[config.mk]
export PLATFORM = sky130hd
export DESIGN_NAME = vga_overlay_top
export DESIGN_NICKNAME = d
export VERILOG_FILES = /design/src/source/overlay_pkg.sv /design/src/source/overlay_pixel_stage.sv /design/src/source/text_window.sv /design/src/source/title_strokes.sv /design/src/source/vga_overlay_top.sv
export VERILOG_INCLUDE_DIRS = /design/src /design/src/source
export SDC_FILE = /design/constraint.sdc
export NUM_CORES = 1
export LEC_CHECK = 0
export ABC_CLOCK_PERIOD_IN_PS = 7900
export BUFFER_PORTS_ARGS = -buffer_cell sky130_fd_sc_hd__buf_2
export CAP_MARGIN = 20
export CORE_MARGIN = 4
export CORE_UTILIZATION = 50
export DETAILED_ROUTE_END_ITERATION = 7
export GPL_TIMING_DRIVEN = 0
export HOLD_SLACK_MARGIN = 0.1
export PLACE_DENSITY = 0.85
export SLEW_MARGIN = 25
export SYNTH_ARGS = -nofsm -noshare
export SYNTH_HDL_FRONTEND = slang
export SYNTH_SLANG_ARGS = --single-unit
[constraint.sdc]
create_clock -name pclk -period 7.9 [get_ports pclk]
set_input_delay 1.58 -clock pclk [delete_from_list [all_inputs] [get_ports pclk]]
set_output_delay 1.58 -clock pclk [all_outputs]
set_load 0.01 [all_outputs]
[src/source/overlay_macros.svh]
`ifndef OVERLAY_MACROS_SVH
`define OVERLAY_MACROS_SVH

//////////////////////////////////////////////////
// colours, 4 bits per channel r g b
//////////////////////////////////////////////////

`define OVL_LETTER_RGB    12'h333   // glyph foreground
`define OVL_TEXT_BG_RGB   12'heee   // text box fill
`define OVL_STROKE_RGB    12'hf00   // red title lettering
`define OVL_FIELD_RGB     12'h888   // grey background
`define OVL_BLUE_RGB      12'h00f
`define OVL_YELLOW_RGB    12'hff0

//////////////////////////////////////////////////
// text boxes
//////////////////////////////////////////////////

// title screen box, top left corner
`define OVL_TITLE_BOX_X   11'd490
`define OVL_TITLE_BOX_Y   11'd600
`define OVL_TITLE_BOX_W   11'd40

// choice screen box
`define OVL_CHOICE_BOX_X  11'd470
`define OVL_CHOICE_BOX_Y  11'd300
`define OVL_CHOICE_BOX_W  11'd110

`define OVL_BOX_H         11'd15    // both boxes, one glyph row

//////////////////////////////////////////////////
// choice panels, edges inclusive
//////////////////////////////////////////////////

`define OVL_PANEL_TOP     11'd450
`define OVL_PANEL_BOTTOM  11'd550
`define OVL_BLUE_LEFT     11'd300
`define OVL_YELLOW_LEFT   11'd650
`define OVL_PANEL_SIZE    11'd100   // right edge = left + size

//////////////////////////////////////////////////
// title lettering
//////////////////////////////////////////////////

`define OVL_TITLE_OFS     11'd100   // added to x and y of title strokes
`define OVL_ROW_TOP       11'd100   // letter top, before offset
`define OVL_ROW_MID       11'd150   // crossbar of A and E
`define OVL_ROW_BOT       11'd200   // letter baseline

`endif

[src/source/overlay_pkg.sv]
package overlay_pkg;

    // raster coordinate, wide enough for 1024+ counters
    typedef logic [10:0] pixel_coord_t;

    typedef struct packed {
        logic [3:0] r;
        logic [3:0] g;
        logic [3:0] b;
    } rgb12_t;

    // what the overlay paints this frame
    typedef enum logic [1:0] {
        MODE_TITLE  = 2'd0,
        MODE_CHOICE = 2'd1,
        MODE_BLANK  = 2'd2
    } screen_mode_t;

    // one straight stroke of the title lettering
    typedef struct packed {
        logic         vert;   // 1 = vertical, fixed is the column
        pixel_coord_t fixed;  // row or column the stroke sits on
        pixel_coord_t first;  // inclusive start along the stroke
        pixel_coord_t last;   // inclusive end
    } stroke_t;

endpackage

[src/source/overlay_pixel_stage.sv]
`timescale 1ns/1ps
`include "overlay_macros.svh"

module overlay_pixel_stage
    import overlay_pkg::*;
(
    input  logic         pclk,
    input  logic         rst,
    input  pixel_coord_t hcount_in,
    input  pixel_coord_t vcount_in,
    input  logic         hsync_in,
    input  logic         vsync_in,
    input  logic         hblnk_in,
    input  logic         vblnk_in,
    input  screen_mode_t screen_mode,
    input  logic         text_hit,     // already gated by mode
    input  logic         glyph_on,
    input  logic         stroke_hit,
    output pixel_coord_t hcount_out,
    output pixel_coord_t vcount_out,
    output logic         hsync_out,
    output logic         vsync_out,
    output logic         hblnk_out,
    output logic         vblnk_out,
    output rgb12_t       rgb_out
);

    logic   in_rows;
    logic   blue_hit;
    logic   yellow_hit;
    rgb12_t rgb_nxt;

    //////////////////////////////////////////////////
    // choice panels
    //////////////////////////////////////////////////

    assign in_rows = (vcount_in >= `OVL_PANEL_TOP) && (vcount_in <= `OVL_PANEL_BOTTOM);

    assign blue_hit = (screen_mode == MODE_CHOICE) && in_rows &&
                      (hcount_in >= `OVL_BLUE_LEFT) &&
                      (hcount_in <= `OVL_BLUE_LEFT + `OVL_PANEL_SIZE);

    assign yellow_hit = (screen_mode == MODE_CHOICE) && in_rows &&
                        (hcount_in >= `OVL_YELLOW_LEFT) &&
                        (hcount_in <= `OVL_YELLOW_LEFT + `OVL_PANEL_SIZE);

    // colour priority, text over strokes over panels over field
    always_comb
    begin
        if (text_hit)
            rgb_nxt = glyph_on ? `OVL_LETTER_RGB : `OVL_TEXT_BG_RGB;
        else if (stroke_hit && (screen_mode == MODE_TITLE))
            rgb_nxt = `OVL_STROKE_RGB;
        else if (blue_hit)
            rgb_nxt = `OVL_BLUE_RGB;
        else if (yellow_hit)
            rgb_nxt = `OVL_YELLOW_RGB;
        else
            rgb_nxt = `OVL_FIELD_RGB;
    end

    //////////////////////////////////////////////////
    // output register, one pixel of delay
    //////////////////////////////////////////////////

    always_ff @(posedge pclk)
    begin
        if (rst)
        begin
            hcount_out <= '0;
            vcount_out <= '0;
            hsync_out  <= 1'b0;
            vsync_out  <= 1'b0;
            hblnk_out  <= 1'b0;
            vblnk_out  <= 1'b0;
            rgb_out    <= '0;
        end
        else
        begin
            hcount_out <= hcount_in;
            vcount_out <= vcount_in;
            hsync_out  <= hsync_in;
            vsync_out  <= vsync_in;
            hblnk_out  <= hblnk_in;
            vblnk_out  <= vblnk_in;
            rgb_out    <= rgb_nxt;   // colour aligned with its timing
        end
    end

    // mode from the window decoder is one of the three screens
    assert property (@(posedge pclk) disable iff (rst)
        screen_mode inside {MODE_TITLE, MODE_CHOICE, MODE_BLANK})
    else $error("screen_mode has no legal encoding");

    // text box never reported on the blank screen
    assert property (@(posedge pclk) disable iff (rst)
        text_hit |-> (screen_mode != MODE_BLANK))
    else $error("text_hit set while screen is blank");

endmodule

[src/source/text_window.sv]
`timescale 1ns/1ps
`include "overlay_macros.svh"

module text_window
    import overlay_pkg::*;
(
    input  pixel_coord_t hcount,
    input  pixel_coord_t vcount,
    input  logic         start_en,
    input  logic         choice_en,
    input  logic [7:0]   char_pixels,  // glyph row from char rom
    output screen_mode_t screen_mode,
    output logic         text_hit,
    output logic         glyph_on,
    output logic [7:0]   char_xy,
    output logic [3:0]   char_line
);

    pixel_coord_t box_x;
    pixel_coord_t box_y;
    pixel_coord_t box_w;
    pixel_coord_t rel_x;
    pixel_coord_t rel_y;
    logic         in_box;

    //////////////////////////////////////////////////
    // screen mode
    //////////////////////////////////////////////////

    always_comb
    begin
        if (!start_en)
            screen_mode = MODE_TITLE;      // game not started yet
        else if (choice_en)
            screen_mode = MODE_CHOICE;     // player picks colour
        else
            screen_mode = MODE_BLANK;
    end

    // box origin follows the mode, title box otherwise
    always_comb
    begin
        if (screen_mode == MODE_CHOICE)
        begin
            box_x = `OVL_CHOICE_BOX_X;
            box_y = `OVL_CHOICE_BOX_Y;
            box_w = `OVL_CHOICE_BOX_W;
        end
        else
        begin
            box_x = `OVL_TITLE_BOX_X;
            box_y = `OVL_TITLE_BOX_Y;
            box_w = `OVL_TITLE_BOX_W;
        end
    end

    //////////////////////////////////////////////////
    // box hit test and rom addressing
    //////////////////////////////////////////////////

    assign rel_x = hcount - box_x;  // wraps outside the box, harmless
    assign rel_y = vcount - box_y;

    assign in_box = (hcount >= box_x) && (hcount < box_x + box_w) &&
                    (vcount >= box_y) && (vcount < box_y + `OVL_BOX_H);

    assign text_hit = in_box && (screen_mode != MODE_BLANK);

    // upper nibble = text row, lower nibble = char column (8 px glyphs)
    assign char_xy   = {rel_y[7:4], rel_x[6:3]};
    assign char_line = rel_y[3:0];  // line within glyph

    // msb is the leftmost pixel of the glyph
    assign glyph_on = char_pixels[3'd7 - rel_x[2:0]];

endmodule

[src/source/title_strokes.sv]
`timescale 1ns/1ps
`include "overlay_macros.svh"

module title_strokes
    import overlay_pkg::*;
(
    input  pixel_coord_t hcount,
    input  pixel_coord_t vcount,
    output logic         stroke_hit
);

    localparam logic V = 1'b1;  // vertical stroke
    localparam logic H = 1'b0;  // horizontal stroke
    localparam int N_STROKES = 60;

    // absolute stroke
    function automatic stroke_t seg(input logic vert, input int fix, input int first,
                                    input int last);
        stroke_t s;
        s.vert  = vert;
        s.fixed = pixel_coord_t'(fix);
        s.first = pixel_coord_t'(first);
        s.last  = pixel_coord_t'(last);
        return s;
    endfunction

    // title stroke, shifted right and down by the title offset
    function automatic stroke_t tseg(input logic vert, input int fix, input int first,
                                     input int last);
        return seg(vert, fix + `OVL_TITLE_OFS, first + `OVL_TITLE_OFS,
                   last + `OVL_TITLE_OFS);
    endfunction

    //////////////////////////////////////////////////
    // stroke table
    //////////////////////////////////////////////////

    localparam stroke_t STROKES [N_STROKES] = '{
        // title, T I C
        tseg(H, `OVL_ROW_TOP, 30, 100),
        tseg(V, 65, `OVL_ROW_TOP, `OVL_ROW_BOT),
        tseg(V, 120, `OVL_ROW_TOP, `OVL_ROW_BOT),
        tseg(V, 140, `OVL_ROW_TOP, `OVL_ROW_BOT),
        tseg(H, `OVL_ROW_TOP, 140, 210),
        tseg(H, `OVL_ROW_BOT, 140, 210),
        // T A C
        tseg(H, `OVL_ROW_TOP, 250, 320),
        tseg(V, 285, `OVL_ROW_TOP, `OVL_ROW_BOT),
        tseg(V, 340, `OVL_ROW_TOP, `OVL_ROW_BOT),
        tseg(V, 410, `OVL_ROW_TOP, `OVL_ROW_BOT),
        tseg(H, `OVL_ROW_TOP, 340, 410),
        tseg(H, `OVL_ROW_MID, 340, 410),    // A crossbar
        tseg(H, `OVL_ROW_TOP, 430, 500),
        tseg(H, `OVL_ROW_BOT, 430, 500),
        tseg(V, 430, `OVL_ROW_TOP, `OVL_ROW_BOT),
        // T O E
        tseg(H, `OVL_ROW_TOP, 540, 610),
        tseg(V, 575, `OVL_ROW_TOP, `OVL_ROW_BOT),
        tseg(H, `OVL_ROW_TOP, 630, 700),
        tseg(H, `OVL_ROW_BOT, 630, 700),
        tseg(V, 630, `OVL_ROW_TOP, `OVL_ROW_BOT),
        tseg(V, 700, `OVL_ROW_TOP, `OVL_ROW_BOT),
        tseg(V, 720, `OVL_ROW_TOP, `OVL_ROW_BOT),
        tseg(H, `OVL_ROW_TOP, 720, 790),
        tseg(H, `OVL_ROW_MID, 720, 790),
        tseg(H, `OVL_ROW_BOT, 720, 790),
        // subtitle, rows 300..380, no offset
        seg(H, 300, 100, 150),
        seg(V, 100, 300, 380),
        seg(H, 380, 100, 150),
        seg(H, 300, 170, 220),
        seg(H, 380, 170, 220),
        seg(V, 170, 300, 380),
        seg(V, 220, 300, 380),
        seg(V, 240, 300, 380),
        seg(H, 380, 240, 290),
        seg(H, 300, 310, 360),
        seg(H, 380, 310, 360),
        seg(V, 310, 300, 380),
        seg(V, 360, 300, 380),
        seg(V, 380, 300, 380),              // R, leg diagonal not drawn
        seg(V, 430, 300, 340),
        seg(H, 300, 380, 430),
        seg(H, 340, 380, 430),
        seg(H, 300, 500, 550),
        seg(H, 340, 500, 550),
        seg(H, 380, 500, 550),
        seg(V, 500, 300, 380),
        seg(V, 570, 300, 380),              // D, corner bevels dropped
        seg(H, 300, 570, 615),
        seg(H, 380, 570, 615),
        seg(V, 620, 305, 375),
        seg(V, 640, 300, 380),
        seg(H, 300, 660, 710),              // T top bar
        seg(V, 685, 300, 380),
        seg(V, 710, 300, 380),
        seg(V, 730, 300, 380),
        seg(H, 300, 730, 780),
        seg(V, 780, 300, 380),
        seg(H, 380, 730, 780),
        seg(V, 800, 300, 380),              // N, diagonal dropped
        seg(V, 850, 300, 380)
    };

    //////////////////////////////////////////////////
    // hit test
    //////////////////////////////////////////////////

    always_comb
    begin
        stroke_hit = 1'b0;
        for (int i = 0; i < N_STROKES; i++)
        begin
            if (STROKES[i].vert)
            begin
                if ((hcount == STROKES[i].fixed) &&
                    (vcount >= STROKES[i].first) && (vcount <= STROKES[i].last))
                    stroke_hit = 1'b1;
            end
            else if ((vcount == STROKES[i].fixed) &&
                     (hcount >= STROKES[i].first) && (hcount <= STROKES[i].last))
            begin
                stroke_hit = 1'b1;
            end
        end
    end

endmodule

[src/source/vga_overlay_top.sv]
`timescale 1ns/1ps

module vga_overlay_top
    import overlay_pkg::*;
(
    input  logic         pclk,
    input  logic         rst,
    input  pixel_coord_t hcount_in,
    input  pixel_coord_t vcount_in,
    input  logic         hsync_in,
    input  logic         vsync_in,
    input  logic         hblnk_in,
    input  logic         vblnk_in,
    input  logic         start_en,
    input  logic         choice_en,
    input  logic [7:0]   char_pixels,  // from external char rom, same cycle
    output pixel_coord_t hcount_out,
    output pixel_coord_t vcount_out,
    output logic         hsync_out,
    output logic         vsync_out,
    output logic         hblnk_out,
    output logic         vblnk_out,
    output rgb12_t       rgb_out,
    output logic [7:0]   char_xy,      // to char rom
    output logic [3:0]   char_line
);

    screen_mode_t screen_mode;
    logic         text_hit;
    logic         glyph_on;
    logic         stroke_hit;

    // mode decode and text box addressing
    text_window u_text_window (
        .hcount      (hcount_in),
        .vcount      (vcount_in),
        .start_en    (start_en),
        .choice_en   (choice_en),
        .char_pixels (char_pixels),
        .screen_mode (screen_mode),
        .text_hit    (text_hit),
        .glyph_on    (glyph_on),
        .char_xy     (char_xy),
        .char_line   (char_line)
    );

    // red title lettering
    title_strokes u_title_strokes (
        .hcount     (hcount_in),
        .vcount     (vcount_in),
        .stroke_hit (stroke_hit)
    );

    overlay_pixel_stage u_pixel_stage (
        .pclk        (pclk),
        .rst         (rst),
        .hcount_in   (hcount_in),
        .vcount_in   (vcount_in),
        .hsync_in    (hsync_in),
        .vsync_in    (vsync_in),
        .hblnk_in    (hblnk_in),
        .vblnk_in    (vblnk_in),
        .screen_mode (screen_mode),
        .text_hit    (text_hit),
        .glyph_on    (glyph_on),
        .stroke_hit  (stroke_hit),
        .hcount_out  (hcount_out),
        .vcount_out  (vcount_out),
        .hsync_out   (hsync_out),
        .vsync_out   (vsync_out),
        .hblnk_out   (hblnk_out),
        .vblnk_out   (vblnk_out),
        .rgb_out     (rgb_out)
    );

endmodule
Word-level counts from Yosys, hierarchy flattened
Index checks and enable logic that the tools add are counted.
Widths: inputs -> output; s select.
{"block": "op_classes", "magnitude_cmp": 49, "n_shift": 0, "n_eq_ne": 32, "bitwise_logic": 0, "n_reduce_logical": 131, "addsub": 5, "n_mul": 0, "n_mux": 72, "n_div": 0}
{"op": "$eq 11x10->1 const B", "count": 12}
{"op": "$logic_and 1x1->1", "count": 130}
{"op": "$eq 11x9->1 const B", "count": 11}
{"op": "$le 11x9->1 const B", "count": 11}
{"op": "$ge 11x9->1 const B", "count": 9}
{"op": "$le 11x10->1 const B", "count": 9}
{"op": "$ge 11x10->1 const B", "count": 7}
{"op": "$eq 11x8->1 const B", "count": 6}
{"op": "$mux 1", "count": 61}
{"op": "$mux 12", "count": 4}
{"op": "$ge 11x8->1 const B", "count": 4}
{"op": "$le 11x8->1 const B", "count": 3}
{"op": "$add 10x4->11 const B", "count": 1}
{"op": "$eq 11x7->1 const B", "count": 1}
{"op": "$ge 11x10->1", "count": 1}
{"op": "$ge 11x7->1 const B", "count": 1}
{"op": "$ge 11x9->1", "count": 1}
{"op": "$lt 11x10->1", "count": 1}
{"op": "$lt 11x11->1", "count": 1}
{"op": "$mux 11", "count": 1}
{"op": "$add 9x7->10", "count": 1}
{"op": "$mux 10", "count": 1}
{"op": "$sub 8x8->8", "count": 1}
{"op": "$mux 7", "count": 1}
{"op": "9 further kinds", "count": 10}
{"block": "totals", "register_bits": 38, "mem_bits_ro": 0, "latch_bits": 0, "ram_bits": 0, "output_inout_bits": 50, "n_memories": 0}

Logic depth before layout (Yosys ltp)
{"block": "logic_depth", "ltp_word": 66, "ltp_mapped": 13, "depth_no_buf": 11}

Hierarchy
From an unflattened synthesis, not the netlist that was laid out.
{"block": "hier_totals", "cells_unflattened": 434, "hier_area_um2": 3449.6}
{"mod": "title_strokes", "area_each_um2": 1525.2, "cells_per_inst": 232, "instances": 1, "seq_area_each_um2": 0.0}
{"mod": "overlay_pixel_stage", "area_each_um2": 1242.4, "cells_per_inst": 112, "instances": 1, "seq_area_each_um2": 760.7}
{"mod": "text_window", "area_each_um2": 681.9, "cells_per_inst": 90, "instances": 1, "seq_area_each_um2": 0.0}

Worst setup path before layout
OpenSTA, ideal clock, no wires.
{"block": "synth_path", "kind": "input to output", "start": "input port hcount_in[1]", "end": "output port char_xy[2]", "required_ns": 6.320, "stages": 9, "arrival_time_ns": 3.096, "slack_ns": 3.224, "cell_sequence": "buf_2 > buf_2 > buf_2 > inv_1 > fa_1 > inv_1 > a21o_1 > a21oi_1 > xnor2_1"}
{"block": "synth_between", "elab_chain_len": 1}
{"item": "start, declared", "line": "vga_overlay_top.sv:8", "rtl": "input pixel_coord_t hcount_in,"}
{"item": "$sub 7x7->7", "line": "text_window.sv:61", "rtl": "assign rel_x = hcount - box_x;"}
{"item": "end, declared", "line": "vga_overlay_top.sv:24", "rtl": "output logic [7:0] char_xy,"}
Every way passes these cells.

Final worst setup path
{"block": "layout_path", "start": "input port start_en", "end": "output port char_xy[6]"}
{"block": "layout_between", "elab_chain_len": 4}
{"item": "start, declared", "line": "vga_overlay_top.sv:14", "rtl": "input logic start_en,"}
{"item": "$mux 2", "line": "text_window.sv:32", "rtl": "if (!start_en)"}
{"item": "$eq 2x1->1", "line": "text_window.sv:43", "rtl": "if (screen_mode == MODE_CHOICE)"}
{"item": "$mux 10", "line": "text_window.sv:43"}
{"item": "$sub 8x8->8", "line": "text_window.sv:62", "rtl": "assign rel_y = vcount - box_y;"}
Every way passes these cells.

==> impl.org <==
** Yosys
- Among all flip-flop cells after synthesis, the most frequent one is dfxtp_1.
- Seq/Total Area, Yosys :: 19.4%
- Number of flops mapped to enable cells by yosys :: 0
- Number of cells produced by synthesis :: 514
- Ranked by total cell area, the synthesized netlist is headed by dfxtp_1 19%, ha_1 5.8%, nor2b_1 5.4%.
- Mean Syn Cell Area :: 7.61 sq um
- Post-synthesis cell type with the largest combined area :: dfxtp_1
- Yosys printed 0 warnings.
- The synthesized design devotes to its leading area cell type 19.4% of total area.
- Share of async-settable or async-resettable flops after synthesis :: 0%
- Total nets after synthesis :: 571
- The synthesized netlist occupies a cell area of 3910 sq um.
- Synthesized flop and latch total :: 38
- Number of library cell types mapped by synthesis :: 78

** Route
- Antenna Nets Post-Route :: 0
- Violation count after the first detailed-route iteration :: 744
- Before antenna repair, the detailed router went through 6 iterations.
- Total wire length :: 15.3 mm
- Using the TritonRoute via totals, the vias-per-cell ratio works out to 6.84.
- DRC Markers :: 0
- In the final routed layout, each cell accounts on average for 21.7 microns.
- Vias after detailed routing :: 4825

** Worst setup path
- The setup path with the least slack is of type in -> out.
- Kind of start point of the critical path :: primary input
- Cell breakdown of the critical path :: buf_2, nand2_1, inv_1, ha_1, inv_1, ha_1, a21o_1, a21oi_1, xnor2_1, buf_2
- On the worst path, the slowest cell contributes a delay of 470 ps.
- Beginning of the critical path :: start_en
- Required time reported for the critical path endpoint :: 6320 ps
- Worst endpoint data arrival time :: 3710 ps
- The critical path runs through a total of 10 cells.
- Endpoint kind of the worst setup timing path :: output port
- The number of buffers and inverters on the critical path is 4.
- Cell family contributing the most delay on the critical path :: buffers and inverters
- Critical path destination :: char_xy[6]
- On the critical path, the stage with the largest delay is an instance of inv_1.
- Along the worst path, the maximum fanout reaches 10.

** Outcome
- Run status :: complete, no violations

** Power and ir drop
- Total power per unit cell area :: 129 nW/um^2
- Total power for the finished layout comes to 591 uW.
- Peak ir drop on the vdd network :: 0.0689 mV
- Leakage power total :: 0.00193 uW

** Floorplan
- Placeable core area :: 7450 sq um
- During I/O placement, the number of pins put on the boundary was 88.
- Measured along the x axis, the die boundary spans 96.5 microns.
- The floorplan has 31 rows.
- The die covers 9300 sq um.
- For this configuration, the core starts out at a cell density of 52.5%.
- Measured along the y axis, the die boundary spans 96.5 microns.

** Layout
- Leaving out fill and tap cells, the most frequent cell in the layout is buf_2.
- Share of final-layout standard cells stronger than drive strength 1 :: 23.3%
- The final layout contains 662 nets.
- In the layout the commonest cells are 105 x buf_2, 38 x dfxtp_1, 36 x nor2_1.
- Layout filler cell count :: 671
- The area growth from synthesis to layout is 17.4%.
- Number of antenna diodes :: 0
- Cells fill 61.7% of the core in the end.

** CTS
- In this run the clock root is driven by a clkbuf_8.
- The H-tree generated during clock tree synthesis spans 2 levels.
- In this run, post-CTS hold repair placed 0 buffers.
- After clock tree synthesis, the setup repair step added 0 buffers.
- CTS saw 38 sinks.
- Clock-pin slew was measured on the worst setup and hold paths at 70 ps.
- The longest clock path from root to sink contains 2 buffers.
- TritonCTS clock tree :: done
- The number of gates resized after CTS was 0.
- Number of buffers added by the clock tree synthesis step :: 5

** Timing
- Final setup fails :: 0
- Total Neg Setup Slack :: 0 ps
- Least setup slack across all paths after layout :: 2610 ps
- Final number of max-transition violations :: 0
- Setup repair after global routing left no endpoint under its margin.
- Smallest hold slack :: 1490 ps
- For the pin with the worst max-slew slack, the measured transition is 1120 ps.
- The final hold violation count came to 0.
- Static timing analysis puts the maximum clock frequency at 189 MHz.
- Tcrit/Tclk final :: 66.9%
- The worst pin sits at a relative slew slack of 24.9%.
- After layout, the minimum clock period comes to 5290 ps.

** GRT
- The first global-routing pass estimated 23.0 mm of wire.
- For this run, the total global-route usage over all layers was measured as 31.9%.
- Number of antenna violations at the first check in global routing :: 0
- Total global routing overflow :: 0
- Entering global routing, the biggest net connects 14 pins.
- The number of global-route vias before repair came to 4384.

** Placed design
- Summed over all nets, the half-perimeter wirelength after detailed placement is 11.6 mm.
- Pre-CTS WS :: 2660 ps
- At the end of routability-driven placement, the weighted congestion stood at 1.07.
- The count of buffers added on input and output ports is 84.

** Run
- Max_cap viols :: 0

** Hold path
- The tightest min-delay check is of the in -> reg type.
worst min path at each step:
stage	start	endpoint	cells after the start
2_1_floorplan	hblnk_in	u_pixel_stage.hblnk_out	1
3_3_place_gp	vblnk_in	u_pixel_stage.vblnk_out	2
3_5_place_dp	vblnk_in	u_pixel_stage.vblnk_out	2
4_1_cts	vblnk_in	u_pixel_stage.vblnk_out	2
5_1_grt	hblnk_in	u_pixel_stage.hblnk_out	2
6_report	vblnk_in	u_pixel_stage.vblnk_out	2
where the power goes:
| part | leakage (uW) | total (uW) | internal (uW) | switching [uW] |
|---|---|---|---|---|
| logic | 0.00155 | 197 | 72.7 | 124 |
| registers | 0.000314 | 201 | 199 | 2.00 |
| clock network | 0.0000683 | 193 | 126 | 66.5 |
| total | 0.00193 | 591 | 399 | 193 |
registers in the layout, summed over array words and instances (netlist names):
register and flops:
u_pixel_stage.rgb_out 12, u_pixel_stage.hcount_out 11, u_pixel_stage.vcount_out 11, u_pixel_stage.hblnk_out 1, u_pixel_stage.hsync_out 1, u_pixel_stage.vblnk_out 1
u_pixel_stage.vsync_out 1
synth_stat cells, types with 3 or more instances:
| library cell | instances |
|---|---|
| or2_2 | 4 |
| o211a_1 | 3 |
| a2111oi_0 | 5 |
| and3_1 | 5 |
| and3b_1 | 3 |
| o32ai_1 | 4 |
| nor3_1 | 17 |
| a211oi_1 | 5 |
| nor4_1 | 16 |
| nand2_1 | 28 |
| ha_1 | 18 |
| a311oi_1 | 3 |
| a32oi_1 | 3 |
| o2111ai_1 | 6 |
| buf_6 | 5 |
| or4_1 | 8 |
| inv_1 | 17 |
| a211o_1 | 4 |
| nand2b_1 | 8 |
| nor4b_1 | 4 |
| nand3_1 | 12 |
| nand4b_1 | 3 |
| a31oi_1 | 7 |
| and2_1 | 6 |
| nor2b_1 | 34 |
| a21oi_1 | 30 |
| nor2_1 | 36 |
| clkbuf_1 | 15 |
| a21o_1 | 7 |
| o21ai_0 | 17 |
| nand4_1 | 26 |
| a41oi_1 | 3 |
| buf_4 | 6 |
| o21a_1 | 8 |
| nor4bb_1 | 6 |
| dfxtp_1 | 38 |
| buf_2 | 21 |
| xnor2_1 | 9 |
| nor3b_1 | 4 |
| or3_1 | 5 |
metal layers:
layer  GRT usage, %  up-vias  share of wire, %  wire [microns]
met3           7.75       68                14            2210
met1           43.1     2214                39            5940
li1               -     2124                 -               -
met4           10.5        0               3.5             534
met2           49.8      419                43            6580
met5              0        -                 0               0
cells by family (layout without fill, tap and decap cells):
kind of cell | count (synthesis) | after routing | share of synthesized area (%)
flip-flops | 38 | 38 | 19.4
buffers and inverters | 66 | 158 | 8.54
XOR/XNOR | 10 | 10 | 2.24
multiplexers | 3 | 3 | 1.41
AND/OR/NAND/NOR | 246 | 246 | 37.9
AO/OA/AOI/OAI | 132 | 132 | 24.2
adder cells (fa/ha/maj) | 19 | 19 | 6.27
metrics by stage:
step	cells	cell area, sq um
2_1_floorplan	514	3910
3_3_place_gp	697	4460
3_5_place_dp	697	4460
4_1_cts	705	4590
5_1_grt	705	4590
6_report	705	4590
cell type report:
cell class                      count  area, sq um  area share, %
Multi-Input combinational cell    410         2820           61.3
Sequential cell                    38          761           16.6
Timing Repair Buffer               84          420           9.15
Buffer                             49          270           5.88
Tap cell                           99          124           2.70
Clock buffer                        5         68.8           1.50
Clock inverter                      3         68.8           1.50
Inverter                           17         63.8           1.39
Note: power is estimated with default switching activity, not from simulation.
